**config.mk**
```make
export PLATFORM = sky130hd
export DESIGN_NAME = book_controller
export DESIGN_NICKNAME = d
export VERILOG_FILES = /design/src/order_pkg.sv /design/src/book_pkg.sv /design/src/book_controller.sv
export SDC_FILE = /design/constraint.sdc
export NUM_CORES = 1
export LEC_CHECK = 0
export ABC_AREA = 1
export ABC_CLOCK_PERIOD_IN_PS = 25100
export BUFFER_PORTS_ARGS = -buffer_cell sky130_fd_sc_hd__buf_2
export CELL_PAD_IN_SITES_DETAIL_PLACEMENT = 1
export CELL_PAD_IN_SITES_GLOBAL_PLACEMENT = 2
export CORE_ASPECT_RATIO = 0.8
export CORE_UTILIZATION = 25
export CTS_CLUSTER_SIZE = 30
export DETAILED_ROUTE_END_ITERATION = 8
export HOLD_SLACK_MARGIN = 0.02
export PLACE_DENSITY_LB_ADDON = 0.1
export RECOVER_POWER = 25
export SLEW_MARGIN = 40
export SYNTH_ARGS = -nofsm -noshare
export SYNTH_HDL_FRONTEND = slang
export SYNTH_SLANG_ARGS = --single-unit
```
**constraint.sdc**
```tcl
create_clock -name i_clk -period 25.1 [get_ports i_clk]
set_input_delay 5.02 -clock i_clk [delete_from_list [all_inputs] [get_ports i_clk]]
set_output_delay 5.02 -clock i_clk [all_outputs]
set_load 0.02 [all_outputs]
```
**src/order_pkg.sv**
```systemverilog
// market message types; the stock field is 2 bits, so at most 4 instruments
// a price of 0 means no price on an empty side
package order_pkg;

    typedef logic [31:0] price_t;
    typedef logic [15:0] qty_t;
    typedef logic [31:0] order_id_t;

    typedef enum logic {
        SIDE_ASK = 1'b0,
        SIDE_BID = 1'b1
    } side_e;

    // code 3 is not a command
    typedef enum logic [1:0] {
        OP_ADD     = 2'd0,
        OP_CANCEL  = 2'd1,
        OP_EXECUTE = 2'd2
    } op_e;

    typedef struct packed {
        side_e      side;
        op_e        op;
        logic [1:0] stock;
        qty_t       quantity;
        price_t     price;
        order_id_t  order_id;
    } order_msg_t;

    typedef struct packed {
        qty_t      quantity;
        price_t    price;
        order_id_t order_id;
    } entry_t;

endpackage
```
**src/book_pkg.sv**
```systemverilog
// types used between the book blocks; needs order_pkg compiled first
package book_pkg;

    typedef enum logic [2:0] {
        ST_IDLE   = 3'd0,
        ST_SEARCH = 3'd1,
        ST_APPLY  = 3'd2,
        ST_SHIFT  = 3'd3,
        ST_RESCAN = 3'd4,
        ST_FINISH = 3'd5
    } ctrl_state_e;

    // command to one side store
    typedef enum logic [1:0] {
        SC_NONE    = 2'd0,
        SC_APPEND  = 2'd1,
        SC_SET_QTY = 2'd2,
        SC_SHIFT   = 2'd3
    } store_cmd_e;

    // best prices of one stock, 0 when that side is empty
    typedef struct packed {
        order_pkg::price_t bid_price;
        order_pkg::price_t ask_price;
    } quote_t;

endpackage

```
**src/book_controller.sv**
```systemverilog
`timescale 1ns/1ns
// one command at a time; an add to a full side or an unknown id leaves the book as it was
// cancel and execute look only at the side named in the message
module book_controller #(
    parameter int NUM_STOCKS = 4,
    parameter int BOOK_DEPTH = 8,
    localparam int IDX_W = $clog2(BOOK_DEPTH)
) (
    input  logic                  i_clk,
    input  logic                  i_reset_n,
    input  order_pkg::order_msg_t i_order,
    input  logic                  i_data_valid,
    input  logic                  i_trading_logic_ready,
    output book_pkg::store_cmd_e  o_bid_cmd,
    output book_pkg::store_cmd_e  o_ask_cmd,
    output logic [1:0]            o_stock,
    output logic [IDX_W-1:0]      o_index,
    output order_pkg::entry_t     o_wr_entry,
    input  order_pkg::entry_t     i_bid_entry,
    input  order_pkg::entry_t     i_ask_entry,
    input  logic [IDX_W:0]        i_bid_count,
    input  logic [IDX_W:0]        i_ask_count,
    output logic                  o_scan_start,
    output logic                  o_scan_sample,
    output logic                  o_scan_done,
    output order_pkg::side_e      o_scan_side,
    output order_pkg::price_t     o_scan_price,
    output logic                  o_book_is_busy,
    output logic                  o_data_valid
);
    localparam logic [IDX_W:0] DEPTH_C = (IDX_W + 1)'(BOOK_DEPTH);
    localparam logic [IDX_W:0] LAST_C  = (IDX_W + 1)'(BOOK_DEPTH - 1);

    book_pkg::ctrl_state_e state;
    order_pkg::order_msg_t msg_q;
    logic [IDX_W:0]        idx;
    order_pkg::entry_t     sel_entry;
    logic [IDX_W:0]        sel_count;
    logic                  is_bid;
    logic                  is_add;
    logic                  legal_cmd;
    logic                  id_match;
    logic                  full_fill;
    logic                  last_shift;
    book_pkg::store_cmd_e  cmd;

    assign is_bid     = (msg_q.side == order_pkg::SIDE_BID);
    assign is_add     = (msg_q.op == order_pkg::OP_ADD);
    assign sel_entry  = is_bid ? i_bid_entry : i_ask_entry;
    assign sel_count  = is_bid ? i_bid_count : i_ask_count;
    assign legal_cmd  = (i_order.op != 2'd3) && ({1'b0, i_order.stock} < 3'(NUM_STOCKS));
    assign id_match   = (sel_entry.order_id == msg_q.order_id);
    assign full_fill  = (msg_q.quantity >= sel_entry.quantity);
    // the step that moves the last occupied slot also lowers the count
    assign last_shift = ((idx + (IDX_W + 1)'(2)) >= sel_count);

    always_comb begin
        cmd        = book_pkg::SC_NONE;
        o_wr_entry = sel_entry;
        if (state == book_pkg::ST_APPLY) begin
            if (is_add) begin
                o_wr_entry = '{msg_q.quantity, msg_q.price, msg_q.order_id};
                if (sel_count < DEPTH_C) begin
                    cmd = book_pkg::SC_APPEND;
                end
            end else if (msg_q.op == order_pkg::OP_EXECUTE && !full_fill) begin
                o_wr_entry.quantity = sel_entry.quantity - msg_q.quantity;
                cmd = book_pkg::SC_SET_QTY;
            end
        end else if (state == book_pkg::ST_SHIFT) begin
            cmd = book_pkg::SC_SHIFT;
        end
    end

    // append goes at the current count, everything else at the walk index
    assign o_index   = (state == book_pkg::ST_APPLY && is_add) ? sel_count[IDX_W-1:0]
                                                               : idx[IDX_W-1:0];
    assign o_stock   = msg_q.stock;
    assign o_bid_cmd = is_bid ? cmd : book_pkg::SC_NONE;
    assign o_ask_cmd = is_bid ? book_pkg::SC_NONE : cmd;

    assign o_scan_start  = (state == book_pkg::ST_RESCAN) && (idx == '0);
    assign o_scan_sample = (state == book_pkg::ST_RESCAN) && (idx < sel_count);
    assign o_scan_done   = (state == book_pkg::ST_RESCAN) && (idx == LAST_C);
    assign o_scan_side   = msg_q.side;
    assign o_scan_price  = sel_entry.price;

    assign o_book_is_busy = (state != book_pkg::ST_IDLE) && (state != book_pkg::ST_FINISH);
    assign o_data_valid   = (state == book_pkg::ST_FINISH);

    always_ff @(posedge i_clk) begin
        if (!i_reset_n) begin
            state <= book_pkg::ST_IDLE;
            idx   <= '0;
        end else begin
            case (state)
                book_pkg::ST_IDLE: begin
                    idx <= '0;
                    if (i_data_valid && legal_cmd) begin
                        state <= (i_order.op == order_pkg::OP_ADD) ? book_pkg::ST_APPLY
                                                                   : book_pkg::ST_SEARCH;
                    end
                end
                book_pkg::ST_SEARCH: begin
                    if (idx >= sel_count) begin
                        state <= book_pkg::ST_FINISH;
                    end else if (id_match) begin
                        state <= book_pkg::ST_APPLY;
                    end else begin
                        idx <= idx + 1'b1;
                    end
                end
                book_pkg::ST_APPLY: begin
                    if (is_add || (msg_q.op == order_pkg::OP_EXECUTE && !full_fill)) begin
                        idx   <= '0;
                        state <= book_pkg::ST_RESCAN;
                    end else begin
                        state <= book_pkg::ST_SHIFT;
                    end
                end
                book_pkg::ST_SHIFT: begin
                    if (last_shift) begin
                        idx   <= '0;
                        state <= book_pkg::ST_RESCAN;
                    end else begin
                        idx <= idx + 1'b1;
                    end
                end
                book_pkg::ST_RESCAN: begin
                    if (idx == LAST_C) begin
                        state <= book_pkg::ST_FINISH;
                    end else begin
                        idx <= idx + 1'b1;
                    end
                end
                book_pkg::ST_FINISH: begin
                    if (i_trading_logic_ready) begin
                        state <= book_pkg::ST_IDLE;
                    end
                end
                default: state <= book_pkg::ST_IDLE;
            endcase
        end
    end

    always_ff @(posedge i_clk) begin
        if (state == book_pkg::ST_IDLE && i_data_valid && legal_cmd) begin
            msg_q <= i_order;
        end
    end

endmodule

```
* After elaboration in Yosys (flattened, before gate mapping)
Index checks and enable logic that the tools add are counted.
Word-level totals: bits in registers 92, bits in latches 0, bits in writable memories 0, bits in read-only memories 0, bits of input ports 257, output and inout bits 127, logic and storage cells 83, memories 0
Operators by class: $add $sub $neg 3, multipliers 0, div/mod/pow operators 0, order comparisons 5, eq/ne operators 19, shift-type cells 0, muxes and demuxes 29, bitwise gates (word level) 0, reductions and logical operators 19
Operator list (number):
- two-way mux 80 bit | 2
- two-way mux 64 bit | 1
- == test 32 bit | 1
- two-way mux 16 bit | 2
- two-way mux 3 bit | 8
- two-way mux 4 bit | 6
- case mux 4 bit (5 select lines) | 1
- case mux 3 bit (6 select lines) | 1
- >= comparator 16 bit | 1
- subtractor 16 bit | 1
- two-way mux 2 bit | 7
- inequality test 2 bit, second input constant | 7
- AND reduction 5 bit | 2
- logical AND 1 bit | 9
- >= comparator 4 bit | 2
- == test 3 x 2 -> 1 bit, second input constant | 2
- == test 3 bit, second input constant | 2
- inequality test 3 bit, second input constant | 2
- nonzero test 5 bit | 1
- adder 4 x 1 -> 4 bit, second input constant | 1
- adder 4 x 2 -> 4 bit, second input constant | 1
- == test 4 x 3 -> 1 bit, second input constant | 1
- zero test 2 bit | 2
- zero test 4 bit | 1
- other kinds (10) | 11

* Logic depth before layout (Yosys ltp)
Gate-level depths: netlist of the first run.
depth after elaboration 8, depth in mapped cells 22, depth with buffers taken out 19

* Worst setup path before layout of the first run
No wires, ideal clock.
kind input port to output port, start in i_bid_entry[76] in the netlist's numbering, end out o_wr_entry[73] in the netlist's numbering, arrival time 7118 ps, required time 20080 ps, setup slack 12962 ps, stages on the path 15, path buffers 1, path through or2_2 > o21ai_0 > inv_1 > ha_1 > nand2_1 > nor2_1 > nand2_1 > inv_1 > nand2_1 > nand2_1 > nand2_2 > buf_6 > inv_2 > nand3_1 > o21ai_0
RTL lines:
- start, declared | RTL line book_controller.sv:19 | input order_pkg::entry_t i_bid_entry,
- end, declared | RTL line book_controller.sv:18 | output order_pkg::entry_t o_wr_entry,

==> flow_summary.ini, run 1 <==
[route]
routedWlPerCell_um = 17.5
vias_per_cell = 4.59
drtPass1Iterations = 4
drc = 0
num_vias = 8021
drtIter0Drc = 243
drt_wl_total_um = 30600
postRouteAntennaNets = 0

[global_routing]
grt_pass1_vias = 8341
grt_max_degree = 80
grt_antenna_before_repair = 20
grt_pass1_wl_um = 46300
grtUsageTotal_pct = 21.1
grt-ovfl-total = 0

[synth]
synthTopCellsByArea = edfxtp_1 (36%), nand2_1 (21%), inv_1 (5.6%)
ys_seq_elements = 92
syn-instance-count = 1006
synth.avg_cell_area_um2 = 6.99
synth_top_area_cell = edfxtp_1
synth.distinct_cells = 41
synth_flop_cell = edfxtp_1
synth_nets = 1290
synth-edff-count = 85
yosys_warnings = 0
yosysSeqAreaShare_pct = 38.3
syn_area_mm2 = 0.00703
synthArstFlopShare_pct = 0
synth_top_cell_area_share_pct = 36.3

[floorplanning]
start_util_pct = 25.6
fp.coreArea_mm2 = 0.0274
ioPinCount = 384
num_rows = 54
die_height_um = 152
chipWidth_um = 190
dieArea_mm2 = 0.0288

[critical_path]
required_ns = 20.08
reg2reg_from = o_scan_side
crit_arrival_ns = 7.76
r2r_slack_ns = 21.17
worstSetupPathType = in -> out
reg2reg_to = idx[1]
rr_worst_depth = 20
path_max_fanout = 11
start_kind = input port
cp-end-kind = output pin

[timing]
fin_skew_ns = 0.00628
fin_crit_sh_pct = 50.9
relSlewSlack_pct = 48.0
fmax_mhz = 78.2
hold_viol = 0
tns_ns = 0
maxSlewViolCount = 0
setup_viol = 0
tightest_slew_ns = 0.779
fin_crit_ns = 12.78
rsz0062_at_grt = false

[clocking]
cts_hold_buffers = 0
cts_tree = done
clk_pin_slew_ns = 0.07
cts_buffers = 9
cts_max_level = 3
insertion_delay_ns = 0.36
cts_sinks = 92
cts_setup_buffers = 0
ctsResizeCount = 0
clock-root-buffer = clkbuf_16
cts_buffer_depth = 2

[hold_path]
min_path_type = reg -> reg
whs_path_depth = 2
hp-start = idx[0]
hold_end = idx[0]

[final_layout]
n_fill_cell = 3606
final_cell_mix = nand2_1 (387), buf_2 (383), inv_1 (105)
area_delta_synth_final_pct = 35.5
mostFrequentLayoutCell = nand2_1
regArea_mm2 = 0.00269
multi_input_area_mm2 = 0.00370
num-nets-final = 1652
drive_gt1_share_pct = 31.9

[placement]
dp_hpwl_um = 24400
port_buffers = 383
gp_congestion = 0.852

[run_status]
status = finished, final reports clean

[power_and_ir_drop]
p_leak_uw = 0.00509
pwr_density_cell_mw_per_mm2 = 85.4
ir_worst_vdd_v = 0.0000316
finalPower_uw = 813

[flow_run]
drv_cap = 0
where the power goes:
group | internal, uW | switching [uW]
Sequential | 213 | 18.5
Combinational | 141 | 306
Clock | 67.1 | 68.6
Total | 421 | 393
per-layer routing:
metal,vias up,share of wire (%),global-route usage [%]
met1,3721,39,22.7
met5,-,0.33,0
met3,40,7.3,7.32
met4,16,1.7,6.30
met2,200,52,38.6
li1,4044,-,-
worst max-delay path by stage:
stage               startpoint             end  slack [ns]  depth (start not counted)
6_report       i_bid_entry[65]  o_wr_entry[65]       12.32                         16
5_1_grt        i_bid_entry[65]  o_wr_entry[65]       12.08                         16
4_1_cts        i_bid_entry[64]  o_wr_entry[65]       12.28                         16
2_1_floorplan  i_bid_entry[76]  o_wr_entry[73]       12.96                         15
3_3_place_gp   i_bid_entry[64]  o_wr_entry[65]       12.35                         16
3_5_place_dp   i_bid_entry[64]  o_wr_entry[65]       12.29                         16
registers in the layout, summed over array words and instances (netlist names):
name and count:
msg_q 82, state 3, o_stock 2, o_scan_side 1, idx 4
logic make-up (layout without fill, tap and decap cells):
logic type      count (synthesis)  count (layout)  synth area share (%)
other cells                     0              12                     0
simple gates                  579             579                  34.2
buf+inv                       149             515                  9.09
compound gates                145             145                  11.6
mux                             5               5                 0.712
fa+ha+maj                      27              27                  4.91
flops                          92              92                  38.3
xor+xnor                        9               9                  1.12
layout make-up:
| class | count | share of cell area (%) |
|---|---|---|
| diodes | 12 | 0.315 |
| clock buffers | 9 | 2.36 |
| clock inverters | 6 | 0.420 |
| inverters | 112 | 4.49 |
| multi-input cells | 765 | 38.9 |
| flip-flops and latches | 92 | 28.3 |
| well taps | 364 | 4.78 |
| repair buffers | 388 | 20.5 |
worst max-delay path, stage by stage:
cell and delay, ns:
buf_2 0.08, or2_2 0.09, o21ai_0 0.27, fa_1 0.49, inv_1 0.09, nand3_1 0.06
nand2_1 0.14, nand2_1 0.08, nand2_2 0.10, nand2_1 0.06, nand2_1 0.07, nand2_2 0.18
inv_2 0.19, nand3_1 0.27, o21ai_0 0.34, buf_2 0.22
synthesized netlist by cell type, drive strengths merged, types with 2 or more instances:
library cell  number
a211oi             3
nand3b             5
o22ai              2
nor3               4
nand4             13
or2                6
nand2            398
o221ai             5
a22oi              3
a31oi             35
mux2i              5
inv              112
nor2              88
nand3             63
o31ai              2
o21ai             60
buf               21
dfxtp              7
a21oi             34
xnor2              8
ha                26
clkbuf            16
edfxtp            85
stage by stage:
| step | setup slack (ns) | hold slack [ns] | instances | cell area (um^2) | utilization, % |
|---|---|---|---|---|---|
| 6_report | 12.32 | 0.524 | 1748 | 9530 | 34.7 |
| 3_5_place_dp | 12.29 | 0.519 | 1721 | 9240 | 33.7 |
| 5_1_grt | 12.08 | 0.570 | 1745 | 9520 | 34.7 |
| 2_1_floorplan | 12.96 | 0.466 | 1006 | 7030 | - |
| 4_1_cts | 12.28 | 0.532 | 1736 | 9500 | 34.6 |
| 3_3_place_gp | 12.35 | 0.500 | 1721 | 9240 | 33.7 |
Power figures use the tool's default switching activity.
==> inputs of run 2 (changes only) <==
ABC_AREA = 0   (was 1)
ABC_CLOCK_PERIOD_IN_PS = 12000   (was 25100)
clock period = 12 ns   (was 25.1 ns; I/O delays follow)
==> flow_summary.ini, run 2 <==
[clocking]
cts_sinks = 92
cts_buffer_depth = 2
ctsResizeCount = 0
cts_max_level = 3
cts_hold_buffers = 0
cts_setup_buffers = 0
clock-root-buffer = clkbuf_16
insertion_delay_ns = 0.35
cts_buffers = 9
cts_tree = done
clk_pin_slew_ns = 0.07

[final_layout]
largest_register_ffs = 82
finish.utilization_pct = 35.8
mostFrequentLayoutCell = buf_2
largestRegisters = msg_q x82, idx x4, state x3
area_delta_synth_final_pct = 39.0
final_cell_mix = buf_2 (383), edfxtp_1 (85), nor2_1 (59)
num-nets-final = 1278
fin_area_mm2 = 0.00917
regArea_mm2 = 0.00269
regMostFlops = msg_q
drive_gt1_share_pct = 44.7
n_fill_cell = 3050
multi_input_area_mm2 = 0.00364

[timing]
fin_crit_sh_pct = 64.2
maxSlewViolCount = 0
fin_crit_ns = 7.71
relSlewSlack_pct = 50.1
rsz0062_at_grt = false
tns_ns = 0
tightest_slew_ns = 0.742
setup_viol = 0
setup_slack_ns = 4.29
fmax_mhz = 130
hold_viol = 0
fin_skew_ns = 0.0125

[critical_path]
cp_slowest_cell = ha_1
worstSetupPathType = in -> out
path_max_fanout = 11
crit_family = compound AO/OA/AOI/OAI gates
start_kind = input port
required_ns = 9.60
path_buf_inv = 3
path_cells = buf_2 > mux2_1 > ha_1 > nand2_1 > nor3_1 > a21boi_1 > a21oi_1 > a211oi_1 > buf_4 > nand2_1 > o31ai_1 > buf_2
cp-end-kind = output pin
slowest_delay_ns = 0.39
crit_arrival_ns = 5.31

[synth]
yosysMostFrequentCell = edfxtp_1
ys_seq_elements = 92
synthMuxAreaShare_pct = 19.9
synth_top_family_by_area = multiplexers
synth-edff-count = 85
synth_top_cell_area_share_pct = 38.7
synth_nets = 912
synth.distinct_cells = 64
synth_compound_area_share_pct = 12.7
synthTopCellsByArea = edfxtp_1 (39%), mux2_1 (8.9%), xnor2_1 (5.2%)
synth_flop_cell = edfxtp_1
synth.avg_cell_area_um2 = 10.5
synth-adder-area-share_pct = 5.23
synthSimpleGateAreaFrac_pct = 11.1
synth_xor_area_share_pct = 5.97
synthArstFlopShare_pct = 0
netlist_top_cells_count = edfxtp_1 (85), nor2_1 (59), mux2_1 (52)
synth_top_area_cell = edfxtp_1
syn-instance-count = 628
yosysSeqAreaShare_pct = 40.8
yosys_warnings = 0
syn_area_mm2 = 0.00660

[route]
wl_met2_um = 13200
wirelength_met1_um = 11000
routedWlPerCell_um = 19.2
drt_wl_total_um = 26000
vias_per_cell = 4.60
drtPass1Iterations = 4
drc = 0
postRouteAntennaNets = 0
wl_met3_um = 1470
highest_layer = met5
drtIter0Drc = 187
num_vias = 6235

[placement]
dpl_cell_area_mm2 = 0.00884
gp_congestion = 0.798
port_buffers = 383
dp_hpwl_um = 21400
pre_cts_ws_ns = 4.26

[flow_run]
drv_cap = 0

[power_and_ir_drop]
ir_worst_vdd_v = 0.0000749
p_comb_share_pct = 46.7
clkPwrFrac_pct = 21.3
power_switching_uw = 596
intPower_uw = 854
pwr_density_cell_mw_per_mm2 = 158
switching_share_pct = 41.1
p_seq_share_pct = 32.0
p_leak_uw = 0.00416

[run_status]
status = finished, final reports clean

[floorplanning]
fp.coreArea_mm2 = 0.0256
ioPinCount = 384
dieArea_mm2 = 0.0271
chipWidth_um = 184
num_rows = 52
start_util_pct = 25.7
die_height_um = 147

[global_routing]
grt_pass1_wl_um = 38000
grtUsageTotal_pct = 18.8
grt_antenna_before_repair = 8
grt_max_degree = 89
grt-ovfl-total = 0
grt_pass1_vias = 6472

[hold_path]
min_path_type = reg -> reg
run 2: cell types whose count changed after synthesis, sizes merged, moves of 8 or more:
cell	before	now
nor3	4	14
a21oi	34	44
xnor2	8	39
inv	112	25
nor4	1	9
nand4	13	3
nor2	88	60
nand3	63	6
mux2i	5	39
nand2	398	40
mux2	0	80
o21ai	60	23
a31oi	35	1
run 2: final timing paths:
check                                startpoint             end  slack (ns)  cells past startpoint
worst min register to register           idx[0]          idx[0]        0.53                      2
worst max-delay path            i_bid_entry[74]  o_wr_entry[79]        4.29                     12
worst max register to register      o_scan_side          idx[3]        8.30                     11
worst min-delay path                     idx[0]          idx[0]        0.53                      2
run 2: per-layer routing:
metal | global-route usage [%] | vias up
li1 | - | 3059
met1 | 22.7 | 2962
met2 | 33.4 | 191
met3 | 4.64 | 19
met4 | 4.63 | 4
met5 | 0 | -
run 2: cell families after synthesis:
family | count (synthesis)
XOR/XNOR | 45
buffers and inverters | 59
adder cells (fa/ha/maj) | 27
multiplexers | 119
flip-flops | 92
AND/OR/NAND/NOR | 157
AO/OA/AOI/OAI | 129
run 2: metrics by stage:
step                      hold slack (ns)  instances  power (uW)
after CTS                           0.546       1350        1480
after global routing                0.589       1351        1540
final                               0.533       1355        1450
after floorplan                     0.474        628         936
after detailed placement            0.532       1334        1160
after global placement              0.509       1334        1160
run 2: power by group through the flow:
stage	registers, uW	logic, uW	clock network [uW]
floorplan	469	467	0
finish	464	676	309
global placement	470	686	0
global route	472	738	328
CTS	465	689	324
detailed placement	472	685	0
run 2: worst register-to-register path: stages (launching register included):
cell      delay, ns
edfxtp_1       0.38
buf_12         0.43
mux2_1         0.57
ha_1           0.39
nand2_1        0.13
nor3_1         0.32
a21boi_1       0.20
a21oi_1        0.12
a211o_1        0.46
nand3_2        0.20
nand2_2        0.13
o32ai_2        0.28
run 2: cell type report:
cell class,instances,share of cell area (%)
Multi-Input combinational cell,477,39.7
Inverter,25,1.02
Clock buffer,9,2.46
Timing Repair Buffer,389,21.6
Sequential cell,92,29.4
Clock inverter,7,0.996
Tap cell,351,4.79
Antenna cell,5,0.136
