### src/order_pkg.sv
// market message types; the stock field is 2 bits, so at most 4 instruments
// a price of 0 means no price on an empty side
package order_pkg;

    typedef logic [31:0] price_t;
    typedef logic [15:0] qty_t;
    typedef logic [31:0] order_id_t;

    typedef enum logic {
        SIDE_ASK = 1'b0,
        SIDE_BID = 1'b1
    } side_e;

    // code 3 is not a command
    typedef enum logic [1:0] {
        OP_ADD     = 2'd0,
        OP_CANCEL  = 2'd1,
        OP_EXECUTE = 2'd2
    } op_e;

    typedef struct packed {
        side_e      side;
        op_e        op;
        logic [1:0] stock;
        qty_t       quantity;
        price_t     price;
        order_id_t  order_id;
    } order_msg_t;

    typedef struct packed {
        qty_t      quantity;
        price_t    price;
        order_id_t order_id;
    } entry_t;

endpackage
### src/book_pkg.sv
// types used between the book blocks; needs order_pkg compiled first
package book_pkg;

    typedef enum logic [2:0] {
        ST_IDLE   = 3'd0,
        ST_SEARCH = 3'd1,
        ST_APPLY  = 3'd2,
        ST_SHIFT  = 3'd3,
        ST_RESCAN = 3'd4,
        ST_FINISH = 3'd5
    } ctrl_state_e;

    // command to one side store
    typedef enum logic [1:0] {
        SC_NONE    = 2'd0,
        SC_APPEND  = 2'd1,
        SC_SET_QTY = 2'd2,
        SC_SHIFT   = 2'd3
    } store_cmd_e;

    // best prices of one stock, 0 when that side is empty
    typedef struct packed {
        order_pkg::price_t bid_price;
        order_pkg::price_t ask_price;
    } quote_t;

endpackage

### src/best_price_tracker.sv
`timescale 1ns/1ns
// best prices change only when a scan completes; 0 marks an empty side
module best_price_tracker #(
    parameter int NUM_STOCKS = 4
) (
    input  logic              i_clk,
    input  logic              i_reset_n,
    input  logic              i_scan_start,
    input  logic              i_scan_sample,
    input  logic              i_scan_done,
    input  order_pkg::side_e  i_side,
    input  logic [1:0]        i_stock,
    input  order_pkg::price_t i_price,
    input  logic [1:0]        i_query_stock,
    output book_pkg::quote_t  o_quote
);
    order_pkg::price_t running;
    order_pkg::price_t base;
    order_pkg::price_t merged;
    order_pkg::price_t best_bid [NUM_STOCKS];
    order_pkg::price_t best_ask [NUM_STOCKS];
    logic              better;

    // start restarts from empty in the same cycle as the first sample
    assign base   = i_scan_start ? '0 : running;
    assign better = (i_side == order_pkg::SIDE_BID) ? (i_price > base) : (i_price < base);
    assign merged = (i_scan_sample && (base == '0 || better)) ? i_price : base;

    always_ff @(posedge i_clk) begin
        if (!i_reset_n) begin
            running <= '0;
            o_quote <= '0;
            for (int s = 0; s < NUM_STOCKS; s++) begin
                best_bid[s] <= '0;
                best_ask[s] <= '0;
            end
        end else begin
            running <= merged;
            // done arrives with the last slot, so merged already holds it
            if (i_scan_done) begin
                if (i_side == order_pkg::SIDE_BID) begin
                    best_bid[i_stock] <= merged;
                end else begin
                    best_ask[i_stock] <= merged;
                end
            end
            o_quote.bid_price <= best_bid[i_query_stock];
            o_quote.ask_price <= best_ask[i_query_stock];
        end
    end

endmodule

### config.mk
export PLATFORM = sky130hd
export DESIGN_NAME = best_price_tracker
export DESIGN_NICKNAME = d
export VERILOG_FILES = /design/src/order_pkg.sv /design/src/book_pkg.sv /design/src/best_price_tracker.sv
export SDC_FILE = /design/constraint.sdc
export NUM_CORES = 1
export LEC_CHECK = 0
export BUFFER_PORTS_ARGS = -buffer_cell sky130_fd_sc_hd__clkbuf_2
export CORE_UTILIZATION = 55
export DETAILED_ROUTE_END_ITERATION = 7
export GPL_TIMING_DRIVEN = 0
export PLACE_DENSITY = 0.74
export SYNTH_ARGS = -nofsm -noshare
export SYNTH_HDL_FRONTEND = slang
export SYNTH_SLANG_ARGS = --single-unit
### constraint.sdc
create_clock -name i_clk -period 4.06 [get_ports i_clk]
set_clock_uncertainty 0.05 [all_clocks]
set_input_delay 0.812 -clock i_clk [delete_from_list [all_inputs] [get_ports i_clk]]
set_output_delay 0.812 -clock i_clk [all_outputs]
set_load 0.05 [all_outputs]
# --- Word level (Yosys, flattened, before mapping) ---
# Memories as Yosys holds them, arrays and structs flattened. A register that Yosys moved wholly into a read port is not among the register bits.
# Cells that the tools add are included.
totals:
  ff_bits: 32
  ramBits: 256
  in_bits: 42
  elab_cells: 30
  n_memories: 2
mem_list:
  columns: ["memory", "words", "width", "rd", "rd_ports_with_merged_regs", "write_ports", "line", "rtl"]
  rows:
  - ["best_ask", 4, 32, 1, 1, 4, "best_price_tracker.sv:21", "order_pkg::price_t best_ask [NUM_STOCKS];"]
  - ["best_bid", 4, 32, 1, 1, 4, "best_price_tracker.sv:20", "order_pkg::price_t best_bid [NUM_STOCKS];"]
classes:
  n_lt_le_gt_ge: 2
  mux: 18
  reduce_logical: 7
op_table:
  columns: ["operator", "count"]
  rows:
  - ["2-to-1 mux 32 bit", 4]
  - ["OR reduction 32 bit", 2]
  - ["> comparator 32 bit", 1]
  - ["zero test 32 bit", 1]
  - ["less-than comparator 32 bit", 1]
  - ["2-to-1 mux 1 bit", 12]
  - ["2-to-1 mux 2 bit", 2]
  - ["zero test 1 bit", 2]
  - ["logical AND 1 bit", 1]
  - ["logical OR 1 bit", 1]

# --- Logic depth before layout (Yosys ltp) ---
# Gate-level depths: netlist of run 1.
depth:
  depth_word: 7
  mapped_depth: 13
  ltp_nobuf: 9

# --- Worst setup path after synthesis of run 1 ---
# No wires, ideal clock.
synth_timing:
  path_kind: "input port to flip-flop"
  start: "input port i_stock[1]"
  end: "memory best_ask[3][0] (netlist name) (enable)"
  setup_ps: 466
  arrival_time_ps: 3182
  path_slack_ps: 363
  path_stages: 2
  path_cell_list: "nand3_1 o21ai_0"
synth_lines:
  columns: ["item", "line", "rtl"]
  rows:
  - ["from (decl)", "best_price_tracker.sv:12", "input logic [1:0] i_stock,"]
  - ["to (decl)", "best_price_tracker.sv:21", null]

==> flow_metrics.env, run 1 <==
export IMPL_status="finished, final reports clean"
export IMPL_postPlaceCellArea_um2=16800
export IMPL_port_buffers=101
export IMPL_synth_top_area_cell="edfxtp_1"
export IMPL_fmax_mhz=257
export IMPL_clock_latency_ns=0.53
export IMPL_drtIter0Drc=1276
export IMPL_slew_headroom=0.0987
export IMPL_placed_cells=1571
export IMPL_numCtsBuffers=36
export IMPL_drive_gt1_frac=0.249
export IMPL_die_x_um=170
export IMPL_antenna_found_initial=0
export IMPL_ioPinCount=106
export IMPL_finalHoldViolations=0
export IMPL_synth_seq_cells=352
export IMPL_firstDrtPassIters=5
export IMPL_hold_path_class="in2reg"
export IMPL_maxCapViolCount=0
export IMPL_grt_max_degree=25
export IMPL_slowest_stage="a2111o_1"
export IMPL_grt_usage=0.280
export IMPL_postCtsHoldBufs=0
export IMPL_final_min_clock_period_ns=3.89
export IMPL_h_tree_depth=2
export IMPL_cp_cell_sequence="clkbuf_2, buf_1, nor2b_1, clkbuf_1, ha_1, nor2b_1, o211ai_1, a2111o_1, a31o_1, a211o_2, buf_6, buf_4, nand3b_1, a21oi_1"
export IMPL_place_congestion=0.907
export IMPL_yosysTopAreaCellShare=0.493
export IMPL_area_delta_synth_final_pct=15.4
export IMPL_syn_num_nets=1158
export IMPL_crit_required_ns=4.24
export IMPL_power_per_cell_area_nw_per_um2=463
export IMPL_final_seq_area_um2=9610
export IMPL_cp_data_arrival_time_ns=4.07
export IMPL_critical_path_max_stage_delay_ns=0.39
export IMPL_nFillCells=2036
export IMPL_die_h_um=170
export IMPL_worst_setup_path_type="in2reg"
export IMPL_multiInputGateArea_um2=5630
export IMPL_end_kind="flip-flop"
export IMPL_coreArea_um2=27900
export IMPL_synthCells=1084
export IMPL_routed_wl_mm=39.6
export IMPL_holdWs_ns=0.525
export IMPL_cp_max_fo=10
export IMPL_peakVddDrop_mv=0.338
export IMPL_cts_clk_slew_worst_paths_ns=0.07
export IMPL_ant_nets=0
export IMPL_final_cell_area_um2=18000
export IMPL_viasPerCell=6.29
export IMPL_routedWlPerCell_um=24.1
export IMPL_cts_sinks=352
export IMPL_grt_pass1_wl_mm=60.1
export IMPL_hpwl_mm=26.7
export IMPL_cts_root_buf="clkbuf_16"
export IMPL_grt_ovfl_total=0
export IMPL_fin_cells=1641
export IMPL_vias=10300
export IMPL_syn_cell_area_um2=15600
export IMPL_worstMarginPinSlew_ns=1.35
export IMPL_antenna_cells=0
export IMPL_synth_distinct_cells=46
export IMPL_ys_seq_area_frac=0.616
export IMPL_rows=61
export IMPL_drc_errors=0
export IMPL_nNetsFinal=1309
export IMPL_p_leak_nw=6.19
export IMPL_maxSlewViolCount=0
export IMPL_setup_viol=0
export IMPL_cts_tree="yes"
export IMPL_crit_path_frequent_cell="nor2b_1"
export IMPL_grt_pass1_vias=10300
export IMPL_startpoint_type="input port"
export IMPL_start_util=0.560
export IMPL_fin_util=0.646
export IMPL_clockBufferDepth=3
export IMPL_synth_top_cells_by_area="edfxtp_1, dfxtp_1, mux4_2, a21oi_1, o211ai_4"
export IMPL_finalPower_mw=8.34
export IMPL_yosys_warnings=0
export IMPL_period_share=0.959
export IMPL_syn_avg_cell_area_um2=14.4
export IMPL_die_area_um2=29000
[final cells by class]
class                           instances  area share
Buffer                                 74      0.0209
Clock buffer                           53      0.0570
Clock inverter                         13     0.00806
Inverter                                4    0.000834
Multi-Input combinational cell        654       0.313
Sequential cell                       352       0.534
Tap cell                              378      0.0263
Timing Repair Buffer                  113      0.0403
[kinds of logic after synthesis]
kind of cell,share of synthesized area
fa+ha+maj,0.0257
buf+inv,0.0251
simple gates,0.0791
flops,0.616
mux,0.0924
compound gates,0.162
[repair_timing]
| action | in CTS | in global routing |
|---|---|---|
| endpoints found under the hold margin | 0 | 0 |
| buffers inserted | 0 | 4 |
| gates resized for setup | 0 | 1 |
| setup endpoints to repair | 0 | 14 |
[registers in the layout, indices dropped and copies added, names as in the netlist]
name	count
best_ask	128
best_bid	128
o_quote	64
running	32
[routing by layer]
metal  up-vias  GRT usage  routed length (µm)
met5         -          0                   0
met4         0      0.105                1340
met3        94     0.0407                3310
met2       529      0.456               19100
met1      5159      0.384               15800
li1       4544          -                   -
[where the power goes]
group,total [mW],internal [mW],switching [mW]
clock network,3.30,1.95,1.35
registers,4.09,4.04,0.0528
logic,0.955,0.311,0.644
[placed cells by master (no fill, tap or decap), types with 29 or more instances in the layout]
cell type,n
clkbuf_2,101
and2_1,65
a21boi_2,29
edfxtp_1,256
nand3b_1,31
mux4_2,64
clkbuf_16,37
clkbuf_1,59
dfxtp_1,96
ha_1,32
nand2b_1,34
a21oi_1,261
o211ai_4,29
[per-stage QoR]
stage	setup WS (ns)	setup TNS, ns
after floorplan	0.363	0
after global placement	-2.16	-159.08
after detailed placement	-0.305	-40.29
after CTS	0.202	0
after global routing	-0.0115	-0.0212
final	0.167	0
[synth_stat cells, drive strengths merged]
| cell | count |
|---|---|
| buf | 26 |
| nor4 | 9 |
| clkbuf | 48 |
| o21ai | 10 |
| edfxtp | 256 |
| a2111o | 1 |
| a2bb2oi | 1 |
| a221oi | 2 |
| o21a | 1 |
| o211ai | 32 |
| a21boi | 31 |
| and2 | 67 |
| nand3b | 31 |
| nor3 | 3 |
| a211o | 1 |
| nand3 | 3 |
| a21oi | 262 |
| o41a | 1 |
| nor2 | 9 |
| a311o | 1 |
| ha | 32 |
| nand2 | 24 |
| dfxtp | 96 |
| nand2b | 34 |
| mux4 | 64 |
| clkinv | 1 |
| o31ai | 8 |
| inv | 3 |
| a31oi | 1 |
| nor2b | 4 |
| a31o | 1 |
| or4 | 1 |
| and3 | 1 |
| nand4 | 19 |
[critical path, delay by kind of cell]
kind / cells / cell delay [ns]
adders and majority gates: 1 / 0.26
and+or+nand+nor: 3 / 0.58
AOI/OAI and AO/OA: 5 / 1.29
buffers and inverters: 5 / 1.12
[path summary, 6_finish.rpt]
check / endpoint / slack [ns] / startpoint / cells after the start
max reg2reg: best_ask[0][25] / 0.65 / running[0] / 12
min: running[0] / 0.52 / i_price[0] / 3
max: best_ask[0][25] / 0.17 / i_scan_start / 14
min reg2reg: o_quote[51] / 0.60 / best_bid[0][19] / 2
No activity file was read; power rests on OpenSTA's default activity.
==> inputs of run 2 (changes only) <==
- PLACE_DENSITY: 0.74 -> unset
- PLACE_DENSITY_LB_ADDON: unset -> 0.15
- RECOVER_POWER: unset -> 25
==> flow_metrics.env, run 2 (synthesis results as in run 1) <==
export IMPL_p_int_mw=6.73
export IMPL_place_ws_ns=-0.332
export IMPL_numCtsBuffers=38
export IMPL_post_cts_setup_buffers=0
export IMPL_ctsResizeCount=0
export IMPL_antenna_cells=0
export IMPL_startpoint_type="input port"
export IMPL_routedWlPerCell_um=24.2
export IMPL_end_kind="flip-flop"
export IMPL_cts_sinks=352
export IMPL_vias=10300
export IMPL_final_min_clock_period_ns=3.92
export IMPL_ant_nets=0
export IMPL_drive_gt1_frac=0.201
export IMPL_die_h_um=170
export IMPL_place_congestion=0.902
export IMPL_cp_cell_sequence="clkbuf_2, clkbuf_1, nor2b_1, clkbuf_1, ha_1, nor2b_1, o211ai_1, a2111o_1, a31o_1, a211o_2, buf_6, buf_4, nand3b_1, a21oi_1"
export IMPL_critical_path_max_stage_delay_ns=0.40
export IMPL_rr_worst_depth=12
export IMPL_port_buffers=101
export IMPL_finalHoldViolations=0
export IMPL_setup_viol=0
export IMPL_grt_ovfl_total=0
export IMPL_cts_root_buf="clkbuf_16"
export IMPL_maxCapViolCount=2
export IMPL_drc_errors=0
export IMPL_nNetsFinal=1307
export IMPL_hold_end="running[0]"
export IMPL_grt_usage=0.285
export IMPL_hold_path_depth=3
export IMPL_peakVddDrop_mv=0.404
export IMPL_antenna_found_initial=0
export IMPL_reg2reg_slack_ns=0.65
export IMPL_grt_pass1_vias=10100
export IMPL_postCtsHoldBufs=0
export IMPL_worst_setup_path_type="in2reg"
export IMPL_fmax_mhz=255
export IMPL_firstDrtPassIters=5
export IMPL_p_sw_frac=0.240
export IMPL_start_util=0.560
export IMPL_crit_required_ns=4.25
export IMPL_die_area_um2=29000
export IMPL_switchingPower_mw=2.12
export IMPL_rows=61
export IMPL_worstHoldStart="i_price[0]"
export IMPL_routed_wl_mm=39.8
export IMPL_worstMarginPinSlew_ns=2.22
export IMPL_worstReg2RegEnd="best_ask[1][28]"
export IMPL_fin_util=0.649
export IMPL_p_clk_frac=0.432
export IMPL_h_tree_depth=2
export IMPL_holdWs_ns=0.496
export IMPL_cp_max_fo=10
export IMPL_violations="capacitance limit, slew limit"
export IMPL_grt_pass1_wl_mm=60.4
export IMPL_maxSlewViolCount=28
export IMPL_die_x_um=170
export IMPL_final_common_cell="a21oi_1"
export IMPL_p_leak_nw=6.05
export IMPL_top_regs="best_ask x128, best_bid x128, o_quote x64"
export IMPL_cts_tree="yes"
export IMPL_ioPinCount=106
export IMPL_viasPerCell=6.26
export IMPL_final_cell_mix="a21oi_1, edfxtp_1, clkbuf_1"
export IMPL_combinationalPowerShare=0.106
export IMPL_hold_path_class="in2reg"
export IMPL_coreArea_um2=27900
export IMPL_hpwl_mm=26.8
export IMPL_pwr_share_seq=0.462
export IMPL_setup_ws_ns=0.139
export IMPL_timing_rr_start="running[0]"
export IMPL_slowest_stage="a2111o_1"
export IMPL_area_delta_synth_final_pct=15.8
export IMPL_drtIter0Drc=1176
export IMPL_grt_max_degree=31
export IMPL_clockBufferDepth=3
export IMPL_clock_latency_ns=0.53
export IMPL_rsz0062_at_grt="no"
export IMPL_power_per_cell_area_nw_per_um2=490
export IMPL_slew_headroom=-0.492
export IMPL_period_share=0.966
export IMPL_cp_data_arrival_time_ns=4.11
export IMPL_cts_clk_slew_worst_paths_ns=0.07
export IMPL_status="finished, violations left"
[run 2: cell type report]
type / instances / area [µm²]
Tap cell: 378 / 473
Clock buffer: 53 / 1130
Fill cell: 2083 / 9790
Timing Repair Buffer: 109 / 593
Clock inverter: 17 / 263
Multi-Input combinational cell: 654 / 5600
Sequential cell: 352 / 9610
Inverter: 4 / 15.0
Buffer: 74 / 377
[run 2: metal layers]
metal	GRT usage	vias to the layer above	part of all wire
met5	0	-	0
met4	0.0960	0	0.029
met3	0.0521	101	0.084
met2	0.455	519	0.47
met1	0.394	5115	0.41
li1	-	4545	-
[run 2: worst max-delay path: cells and delay by family]
kind | cells | cell delay [ns]
compound gates | 5 | 1.29
buf+inv | 5 | 1.13
fa+ha+maj | 1 | 0.26
simple gates | 3 | 0.60
[run 2: worst max-delay path by stage]
stage,start,endpoint,slack [ns]
after floorplan,i_stock[1],best_ask[3][0],0.36
after global placement,i_stock[0],best_bid[3][22],-2.45
after detailed placement,i_scan_start,best_ask[1][28],-0.33
after CTS,i_scan_start,best_ask[1][28],0.19
after global routing,i_scan_start,best_bid[2][28],0.03
final,i_scan_start,best_ask[1][28],0.14
[run 2: power by group through the flow]
stage | clock network, mW | logic (mW) | registers [mW]
CTS | 3.85 | 0.952 | 4.09
global placement | 0 | 0.913 | 4.17
global route | 3.97 | 0.992 | 4.11
detailed placement | 0 | 0.948 | 4.17
finish | 3.82 | 0.938 | 4.09
floorplan | 0 | 0.500 | 4.31
[run 2: stage by stage]
| stage | setup TNS [ns] | cells | power (mW) | area [µm²] |
|---|---|---|---|---|
| floorplan | 0 | 1084 | 4.81 | 15600 |
| global placement | -186.45 | 1563 | 5.08 | 16600 |
| detailed placement | -50.03 | 1571 | 5.11 | 16800 |
| CTS | 0 | 1641 | 8.89 | 18200 |
| global route | 0 | 1641 | 9.07 | 18100 |
| finish | 0 | 1641 | 8.85 | 18100 |
==> inputs of run 3 (changes only) <==
- CORE_ASPECT_RATIO: unset -> 1.4
==> flow_metrics.env, run 3 (synthesis results as in run 1) <==
export IMPL_status="finished, violations left"
export IMPL_violations="capacitance limit, slew limit"
export IMPL_crit_required_ns=4.25
export IMPL_placed_cells=1563
export IMPL_rsz0062_at_grt="no"
export IMPL_nNetsFinal=1304
export IMPL_ant_nets=0
export IMPL_rows=72
export IMPL_final_min_clock_period_ns=3.76
export IMPL_top_regs="best_ask x128, best_bid x128, o_quote x64"
export IMPL_antenna_cells=0
export IMPL_finalHoldViolations=0
export IMPL_routedWlPerCell_um=24.9
export IMPL_maxSlewViolCount=29
export IMPL_viasPerCell=6.20
export IMPL_hold_path_class="in2reg"
export IMPL_p_clk_frac=0.397
export IMPL_routed_wl_mm=40.6
export IMPL_switchingPower_mw=2.05
export IMPL_grt_max_degree=30
export IMPL_worst_setup_path_type="in2reg"
export IMPL_antenna_found_initial=0
export IMPL_final_cell_mix="a21oi_1, edfxtp_1, clkbuf_1"
export IMPL_grt_pass1_wl_mm=61.4
export IMPL_pwr_share_seq=0.490
export IMPL_slew_headroom=-0.525
export IMPL_firstDrtPassIters=5
export IMPL_hpwl_mm=26.7
export IMPL_cts_tree="yes"
export IMPL_h_tree_depth=2
export IMPL_grt_ovfl_total=0
export IMPL_post_cts_setup_buffers=0
export IMPL_place_congestion=0.885
export IMPL_fin_cells=1626
export IMPL_p_sw_frac=0.246
export IMPL_cp_max_fo=10
export IMPL_critical_path_max_stage_delay_ns=0.38
export IMPL_clock_latency_ns=0.53
export IMPL_die_h_um=201
export IMPL_power_per_cell_area_nw_per_um2=468
export IMPL_setup_viol=0
export IMPL_holdWs_ns=0.514
export IMPL_period_share=0.927
export IMPL_final_cell_area_um2=17800
export IMPL_fmax_mhz=266
export IMPL_cp_cell_sequence="clkbuf_2, clkbuf_1, nand2b_1, ha_1, nand4_1, nor4_1, inv_1, a31o_1, a211o_2, buf_6, buf_4, nand3b_1, a21oi_1"
export IMPL_cts_root_buf="clkbuf_16"
export IMPL_combinationalPowerShare=0.113
export IMPL_postPlaceCellArea_um2=16800
export IMPL_port_buffers=101
export IMPL_startpoint_type="input port"
export IMPL_ioPinCount=106
export IMPL_clockBufferDepth=3
export IMPL_die_x_um=144
export IMPL_final_common_cell="a21oi_1"
export IMPL_drc_errors=0
export IMPL_end_kind="flip-flop"
export IMPL_numCtsBuffers=35
export IMPL_cts_sinks=352
export IMPL_area_delta_synth_final_pct=14.2
export IMPL_grt_pass1_vias=10300
export IMPL_cp_data_arrival_time_ns=3.96
export IMPL_start_util=0.562
export IMPL_p_leak_nw=5.93
export IMPL_grt_usage=0.293
export IMPL_drtIter0Drc=744
export IMPL_slowest_stage="a211o_2"
export IMPL_die_area_um2=29000
export IMPL_p_int_mw=6.29
export IMPL_drive_gt1_frac=0.193
export IMPL_vias=10100
export IMPL_cts_clk_slew_worst_paths_ns=0.07
export IMPL_peakVddDrop_mv=0.391
export IMPL_coreArea_um2=27700
export IMPL_worstMarginPinSlew_ns=2.27
export IMPL_maxCapViolCount=2
-- run 3: area by class of cell --
class | count | area (µm²)
Buffer | 74 | 378
Clock buffer | 54 | 1070
Clock inverter | 9 | 100
Fill cell | 2173 | 9930
Inverter | 4 | 15.0
Multi-Input combinational cell | 654 | 5600
Sequential cell | 352 | 9610
Tap cell | 370 | 463
Timing Repair Buffer | 109 | 578
-- run 3: metrics by stage --
step | util | total power, mW | TNS (ns) | setup WS, ns
after floorplan | - | 4.81 | 0 | 0.363
after global placement | 0.597 | 5.09 | -229.02 | -2.60
after detailed placement | 0.604 | 5.12 | -50.45 | -0.296
after CTS | 0.647 | 8.39 | 0 | 0.252
after global routing | 0.642 | 8.57 | 0 | 0.0891
final | 0.642 | 8.34 | 0 | 0.296
-- run 3: worst paths after layout --
check / start / end / slack (ns) / depth (start not counted)
worst max-delay path: i_scan_start / best_bid[3][27] / 0.30 / 13
worst min-delay path: i_price[0] / running[0] / 0.51 / 3
worst max register to register: running[0] / best_bid[3][27] / 0.67 / 12
worst min register to register: best_bid[0][26] / o_quote[58] / 0.61 / 2
-- run 3: what timing repair did --
item | CTS | global route
gates resized for setup | 0 | 2
hold buffers | 0 | 0
endpoints found under the setup margin | 0 | 7
-- run 3: metal layers --
| layer | vias to the layer above | track usage | routed length, µm |
|---|---|---|---|
| met5 | - | 0 | 0 |
| met4 | 0 | 0.126 | 1580 |
| met3 | 87 | 0.0433 | 2390 |
| met2 | 431 | 0.502 | 21000 |
| met1 | 5027 | 0.367 | 15600 |
| li1 | 4533 | - | - |
-- run 3: power groups by stage --
stage | Combinational [mW] | Clock [mW] | Sequential (mW)
after floorplan | 0.500 | 0 | 4.31
after global placement | 0.918 | 0 | 4.17
after detailed placement | 0.952 | 0 | 4.16
after CTS | 0.955 | 3.34 | 4.09
after global routing | 0.995 | 3.47 | 4.10
final | 0.941 | 3.31 | 4.09
-- run 3: critical path: cells and delay by family --
family	cells	cell delay, ns
AND/OR/NAND/NOR	4	1.17
buffers and inverters	5	0.88
AO/OA/AOI/OAI	3	0.77
adder cells (fa/ha/maj)	1	0.33
